==> src/rtl/branch_defines.svh <==
/*
 * Branch resolve stage sizing
 * Data width, issue queue depth and consumer credit count
 */
`ifndef BRANCH_DEFINES_SVH
`define BRANCH_DEFINES_SVH

// PC and operand width
`define BR_NB_DATA 32

// Issue queue entries, also the producer's starting credits
`define BR_FIFO_DEPTH 4

// Records the stage may send before the consumer returns any credit
`define BR_RES_CREDITS 2

`endif
==> src/rtl/branch_pkg.sv <==
/*
 * Branch resolve types
 * Opcode, func3 and PC source encodings plus the issue and redirect records
 */
`include "branch_defines.svh"

package branch_pkg;

    // Control-flow opcodes, anything else falls through
    typedef enum logic [6:0] {
        OP_BRANCH = 7'b1100011,
        OP_JALR   = 7'b1100111,
        OP_JAL    = 7'b1101111
    } opcode_e;

    // Conditional branch kinds, 010 and 011 left unused
    typedef enum logic [2:0] {
        F3_BEQ  = 3'b000,
        F3_BNE  = 3'b001,
        F3_BLT  = 3'b100,
        F3_BGE  = 3'b101,
        F3_BLTU = 3'b110,
        F3_BGEU = 3'b111
    } func3_e;

    typedef enum logic [1:0] {
        PC_PLUS4 = 2'b00,   // Sequential fetch
        PC_IMM   = 2'b01,   // Taken branch or JAL
        RS1_IMM  = 2'b10    // JALR
    } pc_src_e;

    // Decoded instruction entering the stage
    typedef struct packed {
        logic [`BR_NB_DATA-1:0] pc;
        opcode_e                opcode;
        func3_e                 func3;
        logic [`BR_NB_DATA-1:0] rs1;
        logic [`BR_NB_DATA-1:0] rs2;
        logic [`BR_NB_DATA-1:0] imm;    // Already sign-extended
    } issue_pkt_t;

    // Resolution record sent to fetch
    typedef struct packed {
        pc_src_e                pc_src;
        logic                   flush;
        logic [`BR_NB_DATA-1:0] target;  // Next fetch address
        logic [`BR_NB_DATA-1:0] link;    // PC+4 for rd
    } redirect_t;

endpackage

==> src/rtl/branch_resolve_top.sv <==
/*
 * Branch resolve stage
 * Queues issued instructions, resolves the head when an output
 * credit is held and registers the redirect record
 */
`include "branch_defines.svh"

module branch_resolve_top (
    input  logic                   i_clk,
    input  logic                   i_rst,
    input  logic                   i_in_valid,
    input  branch_pkg::issue_pkt_t i_in_pkt,
    input  logic                   i_res_credit,
    output logic                   o_in_credit,
    output logic                   o_res_valid,
    output branch_pkg::redirect_t  o_res
);

    import branch_pkg::*;

    localparam int CNT_W = $clog2(`BR_RES_CREDITS + 1);

    issue_pkt_t             head;
    logic                   fifo_empty;
    logic                   pop;
    logic [CNT_W-1:0]       res_cnt;    // Consumer credits on hand
    logic                   alu_zero;
    logic [`BR_NB_DATA-1:0] alu_result;
    pc_src_e                pc_src;
    logic                   flush;
    logic [`BR_NB_DATA-1:0] target;
    logic [`BR_NB_DATA-1:0] link;
    redirect_t              res_d;

    issue_credit_fifo #(
        .T     (issue_pkt_t),
        .DEPTH (`BR_FIFO_DEPTH)
    ) u_fifo (
        .i_clk    (i_clk),
        .i_rst    (i_rst),
        .i_push   (i_in_valid),  // Producer only sends with credit
        .i_data   (i_in_pkt),
        .i_pop    (pop),
        .o_data   (head),
        .o_empty  (fifo_empty),
        .o_credit (o_in_credit)
    );

    // Resolve only with something queued and room downstream
    assign pop = !fifo_empty && (res_cnt != '0);

    always_ff @(posedge i_clk) begin
        if (i_rst) begin
            res_cnt <= CNT_W'(`BR_RES_CREDITS);
        end else begin
            case ({pop, i_res_credit})
                2'b10:   res_cnt <= res_cnt - CNT_W'(1);
                2'b01:   res_cnt <= res_cnt + CNT_W'(1);
                default: res_cnt <= res_cnt;
            endcase
        end
    end

    branch_cmp_alu #(
        .NB_DATA (`BR_NB_DATA)
    ) u_alu (
        .i_rs1        (head.rs1),
        .i_rs2        (head.rs2),
        .i_func3      (head.func3),
        .o_alu_zero   (alu_zero),
        .o_alu_result (alu_result)
    );

    branch_ctrl_unit #(
        .NB_DATA (`BR_NB_DATA)
    ) u_ctrl (
        .i_opcode     (head.opcode),
        .i_func3      (head.func3),
        .i_alu_zero   (alu_zero),
        .i_alu_result (alu_result),
        .o_pc_src     (pc_src),
        .o_flush      (flush)
    );

    branch_target_calc #(
        .NB_DATA (`BR_NB_DATA)
    ) u_target (
        .i_pc     (head.pc),
        .i_rs1    (head.rs1),
        .i_imm    (head.imm),
        .i_pc_src (pc_src),
        .o_target (target),
        .o_link   (link)
    );

    always_comb begin
        res_d.pc_src = pc_src;
        res_d.flush  = flush;
        res_d.target = target;
        res_d.link   = link;
    end

    // Valid follows the pop by one cycle
    always_ff @(posedge i_clk) begin
        if (i_rst) begin
            o_res_valid <= 1'b0;
        end else begin
            o_res_valid <= pop;
        end
    end

    always_ff @(posedge i_clk) begin
        if (pop) begin
            o_res <= res_d;  // Held until the next pop
        end
    end

endmodule

==> src/rtl/issue_credit_fifo.sv <==
/*
 * Credit-returning issue queue
 * Circular buffer for any payload type, one credit pulse
 * back to the producer per popped entry
 */
`include "branch_defines.svh"

module issue_credit_fifo #(
    parameter type T     = logic,
    parameter int  DEPTH = `BR_FIFO_DEPTH
) (
    input  logic i_clk,
    input  logic i_rst,
    input  logic i_push,
    input  T     i_data,
    input  logic i_pop,
    output T     o_data,
    output logic o_empty,
    output logic o_credit
);

    localparam int PTR_W = (DEPTH > 1) ? $clog2(DEPTH) : 1;
    localparam int CNT_W = $clog2(DEPTH + 1);

    T mem [DEPTH];

    logic [PTR_W-1:0] wr_ptr;
    logic [PTR_W-1:0] rd_ptr;
    logic [CNT_W-1:0] count;

    // Next slot with wrap for any depth
    function automatic logic [PTR_W-1:0] ptr_inc(input logic [PTR_W-1:0] ptr);
        logic [PTR_W-1:0] nxt;
        if (ptr == PTR_W'(DEPTH - 1)) begin
            nxt = '0;
        end else begin
            nxt = ptr + PTR_W'(1);
        end
        return nxt;
    endfunction

    // Storage only
    always_ff @(posedge i_clk) begin
        if (i_push) begin
            mem[wr_ptr] <= i_data;
        end
    end

    always_ff @(posedge i_clk) begin
        if (i_rst) begin
            wr_ptr   <= '0;
            rd_ptr   <= '0;
            count    <= '0;
            o_credit <= 1'b0;
        end else begin
            if (i_push) begin
                wr_ptr <= ptr_inc(wr_ptr);
            end
            if (i_pop) begin
                rd_ptr <= ptr_inc(rd_ptr);
            end
            case ({i_push, i_pop})
                2'b10:   count <= count + CNT_W'(1);
                2'b01:   count <= count - CNT_W'(1);
                default: count <= count;  // Both or neither
            endcase
            o_credit <= i_pop;  // Slot freed, hand it back
        end
    end

    assign o_data  = mem[rd_ptr];  // Head, read combinationally
    assign o_empty = (count == '0);

endmodule

==> src/rtl/branch_target_calc.sv <==
/*
 * Branch target calculator
 * Builds the next fetch address for the chosen PC source
 * and the PC+4 link value
 */
`include "branch_defines.svh"

module branch_target_calc #(
    parameter int NB_DATA = `BR_NB_DATA
) (
    input  logic [NB_DATA-1:0]  i_pc,
    input  logic [NB_DATA-1:0]  i_rs1,
    input  logic [NB_DATA-1:0]  i_imm,
    input  branch_pkg::pc_src_e i_pc_src,
    output logic [NB_DATA-1:0]  o_target,
    output logic [NB_DATA-1:0]  o_link
);

    import branch_pkg::*;

    logic [NB_DATA-1:0] pc_plus4;
    logic [NB_DATA-1:0] pc_imm;
    logic [NB_DATA-1:0] rs1_imm;

    assign pc_plus4 = i_pc + NB_DATA'(4);
    assign pc_imm   = i_pc + i_imm;
    assign rs1_imm  = i_rs1 + i_imm;

    assign o_link = pc_plus4;  // Return address for JAL/JALR

    always_comb begin
        case (i_pc_src)
            PC_IMM:  o_target = pc_imm;
            // JALR drops the low bit of the sum
            RS1_IMM: o_target = {rs1_imm[NB_DATA-1:1], 1'b0};
            default: o_target = pc_plus4;
        endcase
    end

endmodule

==> src/rtl/branch_ctrl_unit.sv <==
/*
 * Branch control unit
 * Picks the PC source and the pipeline flush from opcode,
 * func3 and the compare ALU flags
 */
`include "branch_defines.svh"

module branch_ctrl_unit #(
    parameter int NB_DATA = `BR_NB_DATA
) (
    input  branch_pkg::opcode_e i_opcode,
    input  branch_pkg::func3_e  i_func3,
    input  logic                i_alu_zero,
    input  logic [NB_DATA-1:0]  i_alu_result,
    output branch_pkg::pc_src_e o_pc_src,
    output logic                o_flush
);

    import branch_pkg::*;

    logic less_than;
    logic br_taken;

    assign less_than = i_alu_result[0];  // Compare lands in bit 0

    // Condition per branch kind
    always_comb begin
        br_taken = 1'b0;
        case (i_func3)
            F3_BEQ:  br_taken = i_alu_zero;
            F3_BNE:  br_taken = !i_alu_zero;
            F3_BLT:  br_taken = less_than;
            F3_BGE:  br_taken = !less_than;
            F3_BLTU: br_taken = less_than;   // ALU did the unsigned compare
            F3_BGEU: br_taken = !less_than;
            default: br_taken = 1'b0;        // Unused codes never taken
        endcase
    end

    always_comb begin
        o_pc_src = PC_PLUS4;  // Fall through unless redirected
        case (i_opcode)
            OP_BRANCH: begin
                if (br_taken) begin
                    o_pc_src = PC_IMM;
                end
            end
            OP_JAL:  o_pc_src = PC_IMM;
            OP_JALR: o_pc_src = RS1_IMM;
            default: o_pc_src = PC_PLUS4;
        endcase
    end

    // Any redirect kills the younger instructions
    assign o_flush = (o_pc_src != PC_PLUS4);

endmodule

==> src/rtl/branch_cmp_alu.sv <==
/*
 * Branch compare ALU
 * Subtracts the operands, flags equality and puts the
 * signed or unsigned less-than in result bit 0
 */
`include "branch_defines.svh"

module branch_cmp_alu #(
    parameter int NB_DATA = `BR_NB_DATA
) (
    input  logic [NB_DATA-1:0] i_rs1,
    input  logic [NB_DATA-1:0] i_rs2,
    input  branch_pkg::func3_e i_func3,
    output logic               o_alu_zero,
    output logic [NB_DATA-1:0] o_alu_result
);

    logic [NB_DATA-1:0] diff;
    logic               lt_signed;
    logic               lt_unsigned;
    logic               use_unsigned;
    logic               less_than;

    assign diff = i_rs1 - i_rs2;

    // Equal operands leave nothing after the subtract
    assign o_alu_zero = (diff == '0);

    assign lt_signed   = $signed(i_rs1) < $signed(i_rs2);
    assign lt_unsigned = i_rs1 < i_rs2;

    // func3 bit 1 marks BLTU/BGEU
    assign use_unsigned = i_func3[1];
    assign less_than    = use_unsigned ? lt_unsigned : lt_signed;

    // Upper bits carry the difference, bit 0 the compare
    assign o_alu_result = {diff[NB_DATA-1:1], less_than};

endmodule

==> config.mk <==
export PLATFORM = sky130hd
export DESIGN_NAME = branch_resolve_top
export DESIGN_NICKNAME = d
export VERILOG_FILES = /design/src/rtl/branch_pkg.sv /design/src/rtl/branch_resolve_top.sv /design/src/rtl/issue_credit_fifo.sv /design/src/rtl/branch_target_calc.sv /design/src/rtl/branch_ctrl_unit.sv /design/src/rtl/branch_cmp_alu.sv
export VERILOG_INCLUDE_DIRS = /design/src /design/src/rtl
export SDC_FILE = /design/constraint.sdc
export NUM_CORES = 1
export LEC_CHECK = 0
export ABC_AREA = 1
export BUFFER_PORTS_ARGS = -buffer_cell sky130_fd_sc_hd__buf_2
export CORE_ASPECT_RATIO = 0.8
export CORE_MARGIN = 5
export CORE_UTILIZATION = 57
export DETAILED_ROUTE_END_ITERATION = 8
export PLACE_DENSITY_LB_ADDON = 0.15
export RECOVER_POWER = 50
export SLEW_MARGIN = 20
export SYNTH_ARGS = -nofsm -noshare
export SYNTH_HDL_FRONTEND = slang
export SYNTH_SLANG_ARGS = --single-unit
==> constraint.sdc <==
create_clock -name i_clk -period 9.85 [get_ports i_clk]
set_clock_uncertainty 0.05 [all_clocks]
set_input_delay 0.4925 -clock i_clk [delete_from_list [all_inputs] [get_ports i_clk]]
set_output_delay 0.4925 -clock i_clk [all_outputs]
set_load 0.03 [all_outputs]
# --- Word level (Yosys, flattened, before mapping) ---
# Memory sizes are Yosys's and may differ from the RTL's. A register that Yosys moved wholly into a read port is not among the register bits.
# Index checks and enable logic that the tools add are counted.
# W data, S select, Z words.
word_totals:
  regBits: 77
  mem_bits_rw: 552
  output_inout_bits: 69
  wordCells: 64
  mem_count: 1
memory_table:
  columns: ["name", "depth", "word_bits", "rd", "rd_clocked_by_memory_dff", "wr", "line", "source"]
  rows:
  - ["u_fifo.mem", 4, 138, 1, 1, 1, "issue_credit_fifo.sv:25", "T mem [DEPTH];"]
op_classes:
  n_addsub: 10
  magnitude_cmp: 2
  eq_ne: 16
  n_mux: 13
  reduce_logical: 13
ops:
  columns: ["operator", "n"]
  rows:
  - ["$add A32 B32 Y32", 2]
  - ["$lt A32 B32 Y1", 2]
  - ["$pmux W32 S2", 1]
  - ["$add A32 B3 Y32 const B", 1]
  - ["$logic_not A32 Y1", 1]
  - ["$sub A32 B32 Y32", 1]
  - ["$eq A7 B7 Y1 const B", 3]
  - ["$eq A3 B3 Y1 const B", 4]
  - ["$eq A2 B2 Y1 const B", 5]
  - ["$mux W2", 4]
  - ["$reduce_bool A2 Y1", 4]
  - ["$add A2 B1 Y2 const B", 3]
  - ["$eq A2 B1 Y1 const B", 3]
  - ["$logic_not A3 Y1", 2]
  - ["$pmux W2 S3", 1]
  - ["$pmux W3 S2", 1]
  - ["$mux W1", 4]
  - ["$pmux W1 S4", 1]
  - ["$pmux W2 S2", 1]
  - ["$reduce_or A2 Y1", 2]
  - ["$add A3 B1 Y3 const B", 1]
  - ["$eq A3 B1 Y1 const B", 1]
  - ["$logic_not A1 Y1", 3]
  - ["$sub A3 B1 Y3 const B", 1]
  - ["2 further kinds", 2]

# --- Depth between registers and ports, before layout ---
# Gate-level depths: netlist of run 1.
depth:
  ltp_word: 8
  depth_mapped: 39

# --- Modules after synthesis ---
# From an unflattened synthesis of run 1, not the netlist that was laid out.
hier_totals:
  hier_cells: 3412
  hier_area_um2: 32178.4
by_module_without_submodules:
  columns: ["module", "n_inst", "cells_each", "area_each_um2", "seq_area_each_um2"]
  rows:
  - ["issue_credit_fifo", 1, 1395, 20843.7, 16776.1]
  - ["branch_target_calc", 1, 1307, 6174.7, 0.0]
  - ["branch_cmp_alu", 1, 600, 2856.5, 0.0]
  - ["branch_resolve_top", 1, 87, 2167.1, 2072.0]
  - ["branch_ctrl_unit", 1, 23, 136.4, 0.0]

# --- Least setup slack after synthesis of run 1 ---
# No wires, ideal clock.
synth_path:
  path_type: "reg-to-reg"
  start: "register u_fifo.count[0]"
  end: "register u_fifo.count[2]"
  setup_ns: 0.122
  t_arrival_ns: 5.555
  slack_ns: 4.123
  stages_incl_launch_ff: 10
  n_path_buf: 0
  synth_period_minus_slack_ns: 5.727
  cell_sequence: "dfxtp_1 > inv_1 > a32oi_1 > ha_1 > inv_1 > fa_1 > a21oi_1 > o21ai_0 > o21ai_0 > a21oi_1"
synth_via:
  elab_chain_cells: 5
  word_cells_on_any_way: 9
synth_lines:
  columns: ["element", "line", "source"]
  rows:
  - ["start: declaration", "issue_credit_fifo.sv:29", "logic [CNT_W-1:0] count;"]
  - ["start signal: assignment", "issue_credit_fifo.sv:63", "2'b10: count <= count + CNT_W'(1);"]
  - ["start signal: assignment", "issue_credit_fifo.sv:64", "2'b01: count <= count - CNT_W'(1);"]
  - ["start signal: assignment", "issue_credit_fifo.sv:65", "default: count <= count;"]
  - ["$logic_not A3 Y1 (*)", "issue_credit_fifo.sv:72", "assign o_empty = (count == '0);"]
  - ["$logic_not A1 Y1 (*)", "branch_resolve_top.sv:50", "assign pop = !fifo_empty && (res_cnt != '0);"]
  - ["$logic_and A1 B1 Y1 (*)", "branch_resolve_top.sv:50", null]
  - ["via pop", "branch_resolve_top.sv:25", "logic pop;"]
  - ["$eq A2 B1 Y1 / $eq A2 B2 Y1 (equally long branches)", "issue_credit_fifo.sv:62", "case ({i_push, i_pop})"]
  - ["$pmux W3 S2 / $reduce_bool A2 Y1 (equally long branches)", null, null]
# The timed path passes the listed nets; every way through them passes the cells marked *.
# A chain may end at the register's enable or synchronous reset.

==> results of run 1 <==
## cell usage in the layout, fill, tap and decap left out, types with 8 or more instances in the layout
| cell | netlist | layout |
|---|---|---|
| nor4_1 | 9 | 9 |
| buf_4 | 6 | 19 |
| nand3_1 | 120 | 120 |
| o21bai_1 | 8 | 8 |
| xnor2_1 | 10 | 10 |
| nor2_1 | 311 | 311 |
| nand3b_1 | 11 | 11 |
| xor2_1 | 25 | 25 |
| ha_1 | 104 | 103 |
| a31oi_1 | 31 | 31 |
| edfxtp_1 | 619 | 619 |
| a32oi_2 | 9 | 9 |
| nand2_2 | 9 | 9 |
| dfxtp_1 | 12 | 10 |
| o21ai_0 | 220 | 220 |
| o22ai_1 | 68 | 68 |
| inv_6 | 0 | 8 |
| clkbuf_1 | 63 | 190 |
| a21o_1 | 16 | 16 |
| nand4_1 | 25 | 25 |
| a21oi_1 | 167 | 167 |
| or2_2 | 12 | 12 |
| dlygate4sd3_1 | 0 | 29 |
| clkinv_1 | 1 | 13 |
| inv_1 | 271 | 267 |
| nor3_1 | 19 | 19 |
| buf_2 | 18 | 34 |
| clkbuf_16 | 0 | 59 |
| inv_2 | 11 | 9 |
| nand2_1 | 730 | 730 |
| a32o_1 | 35 | 35 |
## repair_timing
item | in CTS | in global routing
hold buffers | 29 | 0
setup buffers | 0 | 0
endpoints found under the hold margin | 114 | 0
## cells by family (layout without fill, tap and decap cells)
logic type | after synthesis | in the layout
other cells | 0 | 2
xor+xnor | 36 | 36
buf+inv | 385 | 648
flops | 631 | 631
simple gates | 1270 | 1270
fa+ha+maj | 108 | 108
compound gates | 594 | 594
## layout make-up
cell class	count	area (sq um)	share of cell area (%)
diodes	2	5.00	0.0145
clock buffers	73	1530	4.43
clock inverters	34	335	0.971
inverters	283	1080	3.14
multi-input cells	2008	10600	30.7
flip-flops and latches	631	18800	54.5
well taps	702	878	2.54
repair buffers	258	1260	3.66
## worst max-delay path, delay by kind of cell, from the launching register on
kind                       cells  cell delay, ns
adders and majority gates      2            1.03
buffers and inverters          4            1.94
AOI/OAI and AO/OA              5            1.16
DFF                            1            0.53
and+or+nand+nor               17            2.37
## how the worst max path moves through the flow
stage	endpoint	from	cells after the start
2_1_floorplan	u_fifo.count[2]	u_fifo.count[0]	9
3_3_place_gp	o_res[58]	register	27
3_5_place_dp	o_res[44]	register	26
4_1_cts	o_res[55]	register	28
5_1_grt	o_res[48]	register	28
6_report	o_res[55]	register	28
## per-layer routing
metal / vias to the layer above / routed length (um) / track usage [%]
met5: - / 27 / 0
met4: 4 / 1820 / 6.52
met3: 127 / 6920 / 5.36
met2: 888 / 38500 / 43.6
met1: 11200 / 41000 / 45.0
li1: 11000 / - / -
## stage by stage
step           area, sq um  util, %  setup WS [ns]  hold WS [ns]  std cells
5_1_grt              34500     64.2           1.95        0.0614       3989
6_report             34500     64.2           2.54        0.0663       3991
3_3_place_gp         32600     60.6           2.66         0.420       3853
4_1_cts              34800     64.6           2.61      0.000102       3989
2_1_floorplan        31000        -           4.12         0.394       3024
3_5_place_dp         32600     60.6           2.65         0.477       3853
## sequential cells by signal, indices dropped and copies added (netlist names), named ones only
register         flops
o_res               67
res_cnt              2
u_fifo.count         3
u_fifo.mem         552
u_fifo.o_credit      1
u_fifo.rd_ptr        2
u_fifo.wr_ptr        2
==> results.cfg, run 1 <==
[logic_synthesis]
synth-seq-area-share_pct = 60.7
synth_commonest_cells = nand2_1, edfxtp_1, nor2_1, inv_1, o21ai_0
synth_top_family_by_area = simple AND/OR/NAND/NOR gates
synth_compound_area_share_pct = 11.8
synth_top_area_share_pct = 59.9
synth_nets = 3274
synth.area.top_cells = edfxtp_1, nand2_1, ha_1
synthSimpleGateAreaFrac_pct = 16.9
yosysMostFrequentCell = nand2_1
synth.distinct_cells = 57
synthAdderAreaFrac_pct = 4.45
synth_seq_cells = 631
synth_xor_area_share_pct = 1.04
synthCells = 3024
synth_top_flop_cell = edfxtp_1
synth_enable_flop_cells = 619
netlist_area_sq_um = 31000
syn_avg_cell_area_sq_um = 10.3
synthArstFlopShare_pct = 0
synthMuxAreaShare_pct = 0
synth_top_area_cell = edfxtp_1
yosys_warnings = 0

[floorplan]
coreArea_sq_um = 53800
initial_core_util_pct = 57.6
pin_count = 211
die_w_um = 271
fp.dieH_um = 219
placement_rows = 76
die_area_sq_um = 59200

[sta]
fmax_mhz = 137
max_slew_margin_pct = -66.6
hold_violations = 0
fin_crit_ns = 7.31
min_period_over_period_pct = 74.2
tns_ns = 0
tightestPinTransition_ns = 2.49
finalSetupViolations = 0
maxSlewViolCount = 72
rsz0062_at_grt = no

[clock_network]
cts_resized = 0
htree_levels = 2
cts.sinks = 631
cts_root_buf = clkbuf_16
cts_tree = yes
clk_latency_ns = 0.64
cts_buffers = 59
cts_buffer_depth = 3
clk_pin_slew_ns = 0.06

[placement]
portBuffers = 210
dp_hpwl_um = 63000
gp_congestion = 1.00

[drt]
viasPerCell = 5.83
initialDrtViolationCount = 2518
wl_per_cell_um = 22.1
drcViolationCount = 0
antenna_left = 0
num_vias = 23300
drtPass1Iterations = 6
routed_wl_um = 88200

[setup_path]
end_kind = register
cpPeakStageDelay_ns = 0.73
worstSetupPathType = register to register
crit_fanout = 92
critPathLaunchType = register
cp.arrival_ns = 7.73
r2r_cells = 28
crit_slowest_cell = buf_4
regToRegSetupSlack_ns = 2.54
r2r-end = o_res[55]
cp.required_ns = 10.27
critPathMostFrequentCell = nand2_1

[worst_hold_path]
whs_endpoint = u_fifo.o_credit
hold_path.startpoint = i_rst
hold_path_depth = 2
hp-class = primary input to register

[grt]
grt_pass1_wl_um = 132000
grt_pass1_vias = 21700
grt_max_degree = 116
overflow = 0
antenna_found_initial = 5
track_usage_pct = 29.2

[cells_and_area]
drive_above_1_share_pct = 6.39
area_growth_pct = 11.4
fill_cells = 4352
fin_nets = 3491

[status]
violations = max-capacitance violations, max-slew violations
status = complete, but fails checks

[run]
drv_cap = 2
Power of run 1 is left out: the tool's default activity adds up to more than one toggle a clock period on the data nets, which glitch-free logic cannot reach.
==> run 2: changes to the inputs <==
--- a/config.mk
+++ b/config.mk
@@ -10,7 +10,7 @@
 export BUFFER_PORTS_ARGS = -buffer_cell sky130_fd_sc_hd__buf_2
 export CORE_ASPECT_RATIO = 0.8
 export CORE_MARGIN = 5
-export CORE_UTILIZATION = 57
+export CORE_UTILIZATION = 55
 export DETAILED_ROUTE_END_ITERATION = 8
 export PLACE_DENSITY_LB_ADDON = 0.15
 export RECOVER_POWER = 50
==> constraint.sdc (replaced) <==
create_clock -name i_clk -period 6 [get_ports i_clk]
set_clock_uncertainty 0.05 [all_clocks]
set_input_delay 0.3 -clock i_clk [delete_from_list [all_inputs] [get_ports i_clk]]
set_output_delay 0.3 -clock i_clk [all_outputs]
set_load 0.03 [all_outputs]
==> results.cfg, run 2 (synthesis results as in run 1) <==
[cells_and_area]
multi_input_area_sq_um = 10600
stdcell_count = 4177
largest_reg_flops = 552
utilization_pct = 65.0
regArea_sq_um = 18800
final_cell_mix = nand2_1, edfxtp_1, nor2_1
finalInstanceArea_sq_um = 36100
fill_cells = 4464
fin_nets = 3629
reg_top3 = u_fifo.mem (552), o_res (67), u_fifo.count (3)
final_common_cell = nand2_1
area_growth_pct = 16.4
drive_above_1_share_pct = 6.19
regMostFlops = u_fifo.mem

[clock_network]
cts.sinks = 631
cts_buffers = 60
post_cts_buffers = 0
clk_pin_slew_ns = 0.06
htree_levels = 2
cts_buffer_depth = 3
hold_buffers = 141
cts_resized = 0
clk_latency_ns = 0.64
cts_root_buf = clkbuf_16
cts_tree = yes

[drt]
wl_per_cell_um = 22.2
drcViolationCount = 0
viasPerCell = 5.77
antenna_left = 0
drtPass1Iterations = 6
num_vias = 24100
initialDrtViolationCount = 2770
routed_wl_um = 92600

[floorplan]
die_w_um = 275
fp.dieH_um = 222
initial_core_util_pct = 55.9
placement_rows = 77
coreArea_sq_um = 55500
die_area_sq_um = 61300
pin_count = 211

[setup_path]
r2r-end = o_res[48]
crit_slowest_cell = inv_1
cpPeakStageDelay_ns = 0.51
critPathLaunchType = register
cp.required_ns = 6.33
regToRegSetupSlack_ns = 0.46
crit_path_end = o_res[48]
crit_fanout = 59
critPathMostFrequentCell = nand2_1
worstSetupPathType = register to register
cp.arrival_ns = 5.87
end_kind = register
r2r_cells = 27

[sta]
maxSlewViolCount = 286
fmax_mhz = 180
max_slew_margin_pct = -164
finalSetupViolations = 0
rsz0062_at_grt = no
tns_ns = 0
tightestPinTransition_ns = 3.93
min_period_over_period_pct = 92.4
fin_crit_ns = 5.54
hold_violations = 0

[grt]
overflow = 0
antenna_found_initial = 4
grt_pass1_wl_um = 137000
grt_pass1_vias = 22400
track_usage_pct = 29.4
grt_max_degree = 104

[placement]
portBuffers = 210
gp_congestion = 0.987
dp_hpwl_um = 65100
dp.cells = 3926
placed_cell_area_sq_um = 33000

[worst_hold_path]
hp-class = primary input to register

[run]
drv_cap = 4

[status]
violations = max-capacitance violations, max-slew violations
status = complete, but fails checks
[run 2: cell count changes in the layout (fill, tap and decap cells not counted), moves of 3 or more]
cell           previous run  this run
clkbuf_1                190       217
clkinv_1                 13         8
buf_12                    0         9
clkinv_2                  7        13
buf_4                    19        35
bufinv_16                 5         8
buf_2                    34         3
inv_6                     8         3
dlygate4sd3_1            29       141
inv_8                     0         3
[run 2: stage by stage]
step	setup WS [ns]	hold WS (ns)
floorplan	0.273	0.322
global placement	0.454	0.430
detailed placement	0.590	0.465
CTS	0.566	0.331
global route	0.179	0.409
finish	0.458	0.407
[run 2: layout make-up]
cell class	instances	area share, %
tap	750	2.60
multi-input combinational	2008	29.4
clock buffer	71	4.33
inverter	283	2.98
clock inverter	36	1.19
sequential	631	52.2
timing repair buffer	395	7.33
antenna	3	0.0208
[run 2: routing by layer]
metal  GRT usage (%)  part of all wire (%)  up-vias
li1                -                     -    11300
met1            45.2                    45    11500
met2            44.2                    44     1134
met3            5.71                   9.3      121
met4            5.99                   1.9        2
met5               0                 0.014        -
[run 2: how the worst min path moves through the flow]
stage / from / end / slack, ns / cells after the start
final: i_rst / u_fifo.count[1] / 0.41 / 3
after detailed placement: i_in_pkt[3] / u_fifo.mem[0][3] / 0.46 / 1
after floorplan: i_rst / u_fifo.count[1] / 0.32 / 1
after global placement: u_fifo.count[1] / u_fifo.count[1] / 0.43 / 2
after global routing: i_rst / u_fifo.o_credit / 0.41 / 3
after CTS: i_in_pkt[3] / u_fifo.mem[0][3] / 0.33 / 2
[run 2: critical path, delay by kind of cell (launching register included)]
kind,cells,cell delay [ns]
adders and majority gates,2,0.56
AOI/OAI and AO/OA,6,1.04
and+or+nand+nor,15,1.94
buffers and inverters,4,1.34
DFF,1,0.35
Power of run 2 is left out for the same reason.
